--- config.mk ---
export PLATFORM = sky130hd
export DESIGN_NAME = snake_game
export DESIGN_NICKNAME = d
export VERILOG_FILES = /design/src/hw/snake_pkg.sv /design/src/hw/move_timer.sv /design/src/hw/steer_fsm.sv /design/src/hw/snake_body.sv /design/src/hw/food_placer.sv /design/src/hw/snake_game.sv
export VERILOG_INCLUDE_DIRS = /design/src /design/src/hw
export SDC_FILE = /design/constraint.sdc
export NUM_CORES = 2
export LEC_CHECK = 0
export ABC_CLOCK_PERIOD_IN_PS = 18200
export CORE_UTILIZATION = 60
export CTS_CLUSTER_DIAMETER = 40
export DETAILED_ROUTE_END_ITERATION = 10
export DONT_BUFFER_PORTS = 1
export PLACE_DENSITY = 0.76
export SYNTH_ARGS = -nofsm -noshare
export SYNTH_HDL_FRONTEND = slang
export SYNTH_SLANG_ARGS = --single-unit
--- constraint.sdc ---
create_clock -name CLK -period 18.2 [get_ports CLK]
set_clock_uncertainty 0.15 [all_clocks]
set_input_delay 3.64 -clock CLK [delete_from_list [all_inputs] [get_ports CLK]]
set_output_delay 3.64 -clock CLK [all_outputs]
set_load 0.05 [all_outputs]
--- src/hw/snake_defs.svh ---
`ifndef SNAKE_DEFS_SVH
`define SNAKE_DEFS_SVH

`default_nettype none

// grid and snake size
`define GRID_STEP   30
`define MAX_LEN     20
`define INIT_LEN    5
`define START_X     120
`define START_Y     -90

// crash bounds
`define WALL_X      375
`define WALL_Y_TOP  225
`define WALL_Y_BOT  -275
`define OBST_HALF   60     // centre block with open bounds

// food placement
`define FOOD_X_MOD  11
`define FOOD_Y_MOD  8
`define FOOD_X_MAX  360
`define FOOD_Y_TOP  220
`define FOOD_PARK   1000
`define RDM_MAX     1000

// tick multipliers per speed_ctrl value
`define SPEED_F0    8
`define SPEED_F1    6
`define SPEED_F2    4
`define SPEED_F3    3

`default_nettype wire

`endif

--- src/hw/snake_pkg.sv ---
`include "snake_defs.svh"
`default_nettype none

package snake_pkg;

    typedef logic signed [11:0] coord_t;

    typedef struct packed {
        coord_t x;
        coord_t y;
    } point_t;

    // index 0 is the head
    typedef point_t [`MAX_LEN-1:0] body_t;

    typedef struct packed {
        logic left;
        logic right;
        logic up;
        logic down;
    } btn_t;

    typedef enum logic [2:0] {NONE, RIGHT, LEFT, UP, DOWN} heading_t;

    typedef enum logic [1:0] {IDLE, PLAY, OVER} game_state_t;

    typedef logic [4:0] len_t;

endpackage

`default_nettype wire

--- src/hw/move_timer.sv ---
`timescale 1ns/1ps
`include "snake_defs.svh"
`default_nettype none

module move_timer #(
    parameter int TICK_BASE = 8333333
) (
    input  logic       CLK,
    input  logic       RESET,
    input  logic       pause,
    input  logic [1:0] speed_ctrl,
    output logic       step
);

    logic [31:0] wait_cnt;
    logic [31:0] cnt;

    always_comb begin
        case (speed_ctrl)
            2'd0:    wait_cnt = 32'(TICK_BASE * `SPEED_F0);   // slowest
            2'd1:    wait_cnt = 32'(TICK_BASE * `SPEED_F1);
            2'd2:    wait_cnt = 32'(TICK_BASE * `SPEED_F2);
            default: wait_cnt = 32'(TICK_BASE * `SPEED_F3);
        endcase
    end

    // count 0..wait, then one step pulse
    always_ff @(posedge CLK) begin
        if (RESET || pause) begin
            cnt  <= '0;
            step <= 1'b0;
        end else if (cnt >= wait_cnt) begin  // >= so a speed drop ends the wait at once
            cnt  <= '0;
            step <= 1'b1;
        end else begin
            cnt  <= cnt + 32'd1;
            step <= 1'b0;
        end
    end

endmodule

`default_nettype wire

--- src/hw/steer_fsm.sv ---
`timescale 1ns/1ps
`default_nettype none

module steer_fsm import snake_pkg::*; (
    input  logic        CLK,
    input  logic        RESET,
    input  btn_t        btn,
    input  logic        crash,
    output game_state_t state,
    output heading_t    heading
);

    always_ff @(posedge CLK) begin
        if (RESET) begin
            state   <= IDLE;
            heading <= NONE;
        end else begin
            case (state)
                IDLE: begin
                    if (btn != '0) begin
                        state <= PLAY;
                    end
                end
                PLAY: begin
                    if (crash) begin
                        state <= OVER;
                    end
                    case (heading)
                        NONE: begin
                            // a first left would run into the body
                            if (btn.left || btn.right) begin
                                heading <= RIGHT;
                            end else if (btn.up) begin
                                heading <= UP;
                            end else if (btn.down) begin
                                heading <= DOWN;
                            end
                        end
                        RIGHT, LEFT: begin
                            if (btn.up) begin
                                heading <= UP;
                            end else if (btn.down) begin
                                heading <= DOWN;
                            end
                        end
                        default: begin   // UP or DOWN
                            if (btn.left) begin
                                heading <= LEFT;
                            end else if (btn.right) begin
                                heading <= RIGHT;
                            end
                        end
                    endcase
                end
                default: state <= OVER;  // held until reset
            endcase
        end
    end

endmodule

`default_nettype wire

--- src/hw/snake_body.sv ---
`timescale 1ns/1ps
`include "snake_defs.svh"
`default_nettype none

module snake_body import snake_pkg::*; (
    input  logic        CLK,
    input  logic        RESET,
    input  logic        step,
    input  game_state_t state,
    input  heading_t    heading,
    input  logic        eaten,
    output body_t       body,
    output len_t        length,
    output logic        crash
);

    localparam coord_t STEP = coord_t'(`GRID_STEP);

    logic   move_en;
    point_t next_head;
    logic   wall_hit;
    logic   obst_hit;
    logic   self_hit;

    assign move_en = step && (state == PLAY) && (heading != NONE);

    always_comb begin
        next_head = body[0];
        case (heading)
            RIGHT:   next_head.x = body[0].x + STEP;
            LEFT:    next_head.x = body[0].x - STEP;
            UP:      next_head.y = body[0].y + STEP;
            DOWN:    next_head.y = body[0].y - STEP;
            default: next_head = body[0];
        endcase
    end

    always_ff @(posedge CLK) begin
        if (RESET) begin
            // unused tail slots sit on segment 3
            for (int i = 0; i < `MAX_LEN; i++) begin
                body[i].x <= coord_t'(`START_X - `GRID_STEP * ((i < `INIT_LEN) ? i : 3));
                body[i].y <= coord_t'(`START_Y);
            end
        end else if (move_en) begin
            body[0] <= next_head;
            for (int i = 1; i < `MAX_LEN; i++) begin
                body[i] <= (i < length) ? body[i-1] : body[3];
            end
        end
    end

    always_ff @(posedge CLK) begin
        if (RESET) begin
            length <= len_t'(`INIT_LEN);
        end else if (eaten && (length < len_t'(`MAX_LEN))) begin
            length <= length + 1'b1;
        end
    end

    assign wall_hit = (body[0].x >= `WALL_X) || (body[0].x <= -`WALL_X)
                   || (body[0].y >= `WALL_Y_TOP) || (body[0].y <= `WALL_Y_BOT);

    assign obst_hit = (body[0].x > -`OBST_HALF) && (body[0].x < `OBST_HALF)
                   && (body[0].y > -`OBST_HALF) && (body[0].y < `OBST_HALF);

    always_comb begin
        self_hit = 1'b0;
        for (int i = 1; i < `MAX_LEN; i++) begin
            if (body[i] == body[0]) begin
                self_hit = 1'b1;
            end
        end
    end

    // seen one cycle after the head moves
    always_ff @(posedge CLK) begin
        if (RESET) begin
            crash <= 1'b0;
        end else begin
            crash <= wall_hit || obst_hit || self_hit;
        end
    end

endmodule

`default_nettype wire

--- src/hw/food_placer.sv ---
`timescale 1ns/1ps
`include "snake_defs.svh"
`default_nettype none

module food_placer import snake_pkg::*; (
    input  logic        CLK,
    input  logic        RESET,
    input  game_state_t state,
    input  body_t       body,
    output point_t      food,
    output logic        eaten
);

    logic [9:0] rdm;
    point_t     cand;
    logic       food_new;   // food moved on the last edge
    logic       head_hit;
    logic       out_bounds;
    logic       in_obst;
    logic       on_body;

    always_ff @(posedge CLK) begin
        if (RESET) begin
            rdm <= '0;
        end else begin
            rdm <= (rdm == 10'(`RDM_MAX)) ? '0 : rdm + 10'd1;
        end
    end

    always_comb begin
        cand.x = coord_t'((rdm % `FOOD_X_MOD) * `GRID_STEP);
        cand.y = -coord_t'((rdm % `FOOD_Y_MOD) * `GRID_STEP);  // lower half only
    end

    assign head_hit = (body[0] == food);

    assign out_bounds = (food.x < 0) || (food.x > `FOOD_X_MAX)
                     || (food.y < `WALL_Y_BOT) || (food.y > `FOOD_Y_TOP);

    assign in_obst = (food.x > -`OBST_HALF) && (food.x < `OBST_HALF)
                  && (food.y > -`OBST_HALF) && (food.y < `OBST_HALF);

    always_comb begin
        on_body = 1'b0;
        for (int i = 0; i < `MAX_LEN; i++) begin
            if (body[i] == food) begin
                on_body = 1'b1;
            end
        end
    end

    always_ff @(posedge CLK) begin
        if (RESET) begin
            food.x   <= coord_t'(`FOOD_PARK);
            food.y   <= coord_t'(`FOOD_PARK);
            eaten    <= 1'b0;
            food_new <= 1'b0;
        end else if (state == IDLE) begin
            eaten    <= 1'b0;
            food_new <= 1'b0;
        end else if (head_hit && !food_new) begin
            food     <= cand;
            eaten    <= 1'b1;
            food_new <= 1'b1;
        end else if (out_bounds || in_obst || on_body) begin
            // dropped onto the head counts as a bad cell, not a meal
            food     <= cand;
            eaten    <= 1'b0;
            food_new <= 1'b1;
        end else begin
            eaten    <= 1'b0;
            food_new <= 1'b0;
        end
    end

endmodule

`default_nettype wire

--- src/hw/snake_game.sv ---
`timescale 1ns/1ps
`default_nettype none

module snake_game import snake_pkg::*; #(
    parameter int TICK_BASE = 8333333
) (
    input  logic        CLK,
    input  logic        RESET,
    input  btn_t        btn,
    input  logic        pause,
    input  logic [1:0]  speed_ctrl,
    output logic        step,
    output point_t      head,
    output point_t      food,
    output len_t        length,
    output game_state_t state
);

    heading_t heading;
    body_t    body;
    logic     crash;
    logic     eaten;

    move_timer #(
        .TICK_BASE (TICK_BASE)
    ) move_timer_i (
        .CLK        (CLK),
        .RESET      (RESET),
        .pause      (pause),
        .speed_ctrl (speed_ctrl),
        .step       (step)
    );

    steer_fsm steer_fsm_i (
        .CLK     (CLK),
        .RESET   (RESET),
        .btn     (btn),
        .crash   (crash),
        .state   (state),
        .heading (heading)
    );

    snake_body snake_body_i (
        .CLK     (CLK),
        .RESET   (RESET),
        .step    (step),
        .state   (state),
        .heading (heading),
        .eaten   (eaten),
        .body    (body),
        .length  (length),
        .crash   (crash)
    );

    food_placer food_placer_i (
        .CLK   (CLK),
        .RESET (RESET),
        .state (state),
        .body  (body),
        .food  (food),
        .eaten (eaten)
    );

    assign head = body[0];  // segment 0 register

endmodule

`default_nettype wire

==> out/metrics.cfg <==
[placement]
dpl.hpwl_um = 86490
portBuffers = 0
dpl-instance-area_um2 = 39580
gp_congestion = 0.9642
pre_cts_ws_ns = 5.292

[power]
swShare = 0.3113
power.internal_w = 0.002584
power.switching_w = 0.001168
max-vdd-ir-drop_uv = 69.94
power_density_nw_per_um2 = 87.80
p_leak_nw = 17.57
pwr-share-seq = 0.367
combinationalPowerShare = 0.158
p_clk_frac = 0.475

[timing]
finalSetupViolCount = 0
hold_viol = 0
slew_viol_final = 0
max_freq_ghz = 0.07682
relSlewSlack = 0.2088
fin_crit_ns = 13.02
tns_ns = 0
post-route-period-util = 0.7152
setup_ws_ns = 5.183
rsz0062_at_grt = false
worst_pin_slew_ns = 1.187

[final_layout]
drive_gt1_frac = 0.08407
fin_nets = 4540
final_common_cell = xnor2_1
final_cell_mix = xnor2_1, dfxtp_1, nand2_1
final_cell_area_um2 = 42740
antenna_cells = 0
syn_to_final_growth_pct = 8.685

[synthesis]
synth_area_leader_cell = dfxtp_1
synth_area_leaders = dfxtp_1, xnor2_1, mux2i_1
synth_seq_area_share = 0.2830
synthSimpleGateAreaFrac = 0.1658
ys_warn_count = 0
synth_top_flop_cell = dfxtp_1
synthesis.area_um2 = 39330
synth_fa_ha_area_frac = 0.03067
synth_edf_count = 0
synthXorXnorAreaFrac = 0.2129
netlist.area_leader.share = 0.2830
synth_compound_area_frac = 0.1519
synth.avg_cell_area_um2 = 8.373
ys_seq_elements = 556
synthArstFlopShare = 0
netlist_instances = 4697
yosysUniqueCellTypes = 108
synth.area.mux_share = 0.1039
synth_top_family_by_area = XOR/XNOR gates

[die]
dieArea_um2 = 66580
ios = 65
rows = 93
die_h_um = 258.0
core_um2 = 64580
floorplan.initialDensity = 0.6090
die_w_um = 258.0

[global_route]
overflow = 0
antenna_found_initial = 4
first_global_vias = 34990
grt_pass1_wl_um = 216100
grtUsageTotal = 0.4207
grt_max_degree = 262

[critical_path]
cp_slowest_stage_delay_ns = 0.74
cp.arrival_ns = 13.44
r2r-start = food_placer_i.rdm[2]
end_kind = register
regToRegEndpoint = food_placer_i.food[23]
critical_path_class = register to register
ff2ff_setup_slack_ns = 5.18
cpMaxStageDelayCell = dfxtp_1
r2r_cells = 45
crit_fanout = 17
crit_required_ns = 18.63
start_kind = register

[clock_tree]
post_cts_buffers = 0
postCtsHoldBufs = 0
clock_latency_ns = 0.66
numCtsBuffers = 89
clock_path_buffers = 3
cts_sinks = 556
root_buffer = clkbuf_16
path_clk_slew_ns = 0.05
cts_tree = built
htreeDepth = 3
cts_resized = 0

[drt]
via_count = 36680
antenna_left = 0
vias_per_cell = 6.825
drc = 0
post_drt_wl_per_cell_um = 26.74
dr.first_iter.drc_count = 4886
routed_wl_um = 143700
drt_pass1_iterations = 8

[worst_hold_path]
hp-start = move_timer_i.cnt[0]
hold_depth = 1
whs_endpoint = move_timer_i.cnt[0]
worstHoldPathType = register to register

[flow_run]
maxCapViolCount = 0

[status]
status = finished clean

[how the worst max path moves through the flow]
stage,from,depth (start not counted),slack (ns),endpoint
after detailed placement,food_placer_i.rdm[2],45,5.29,food_placer_i.food[23]
final,food_placer_i.rdm[2],45,5.18,food_placer_i.food[23]
after global routing,food_placer_i.rdm[2],44,4.10,food_placer_i.food[23]
after global placement,food_placer_i.rdm[2],45,5.50,food_placer_i.food[23]
after CTS,food_placer_i.rdm[2],45,5.29,food_placer_i.food[23]
after floorplan,food_placer_i.rdm[1],48,7.32,food_placer_i.food[23]
[final cells by class]
cell class	count	area, um^2
multi-input cells	3639	26350
fillers	5296	21840
flip-flops and latches	556	11190
clock buffers	107	2386
well taps	855	1070
clock inverters	59	769.5
repair buffers	98	748.2
inverters	61	236.5
[power groups by stage]
| stage | Combinational, W | Sequential (W) | Clock, W |
|---|---|---|---|
| 2_1_floorplan | 0.000435 | 0.00137 | 0 |
| 3_3_place_gp | 0.000552 | 0.00140 | 0 |
| 3_5_place_dp | 0.000564 | 0.00140 | 0 |
| 4_1_cts | 0.000570 | 0.00137 | 0.00178 |
| 5_1_grt | 0.000626 | 0.00138 | 0.00184 |
| 6_report | 0.000592 | 0.00138 | 0.00178 |
[synth_stat cells (all sizes together), types with 6 or more instances]
master	count
o311ai	16
buf	109
dfxtp	556
ha	70
a21o	21
clkbuf	340
or2	11
nand2b	14
a21boi	13
nor3	80
o21a	14
a311oi	16
nor2b	14
nor3b	6
a211oi	213
nor4	134
o21bai	11
a211o	7
o21ai	73
nand2	434
mux2i	400
mux2	7
fa	16
a21oi	107
o211ai	214
xnor2	563
and3	15
and2	11
or3	18
nor2	369
a2111oi	10
o31ai	10
inv	58
a22oi	10
nand3	59
nand4	179
xor2	390
a31oi	17
[kinds of logic after synthesis]
group	count (synthesis)
AO/OA/AOI/OAI	813
adder cells (fa/ha/maj)	87
flip-flops	556
multiplexers	407
AND/OR/NAND/NOR	1370
XOR/XNOR	953
other	1
buffers and inverters	510
[flip-flops by register name (all words and copies together) (netlist names)]
register                count
snake_body_i.body         478
move_timer_i.cnt           32
food_placer_i.food         22
food_placer_i.rdm          10
snake_body_i.length         5
steer_fsm_i.heading         3
steer_fsm_i.state           2
food_placer_i.eaten         1
food_placer_i.food_new      1
move_timer_i.step           1
snake_body_i.crash          1
[metrics by stage]
stage / cells / total power [W] / hold WS (ns) / util
3_5_place_dp: 5209 / 0.001963 / 0.3155 / 0.6129
2_1_floorplan: 4705 / 0.001803 / 0.2238 / -
4_1_cts: 5375 / 0.003724 / 0.3280 / 0.6618
6_report: 5375 / 0.003753 / 0.3223 / 0.6619
3_3_place_gp: 5209 / 0.001950 / 0.3079 / 0.6129
5_1_grt: 5375 / 0.003848 / 0.3547 / 0.6619
[metal layers]
metal / up-vias / part of all wire / GRT usage
met3: 850 / 0.13 / 0.1246
met4: 10 / 0.081 / 0.2770
li1: 16120 / - / -
met5: - / 0.00082 / 0.007123
met1: 17260 / 0.37 / 0.5309
met2: 2449 / 0.41 / 0.6204
[critical path: cells and delay by family, from the launching register on]
family          cells  cell delay [ns]
simple gates       17             4.37
compound gates     14             3.48
fa+ha+maj           6             2.33
xor+xnor            4             0.86
flops               1             0.74
mux                 1             0.55
buf+inv             3             0.47
Note: power is estimated with default switching activity, not from simulation.
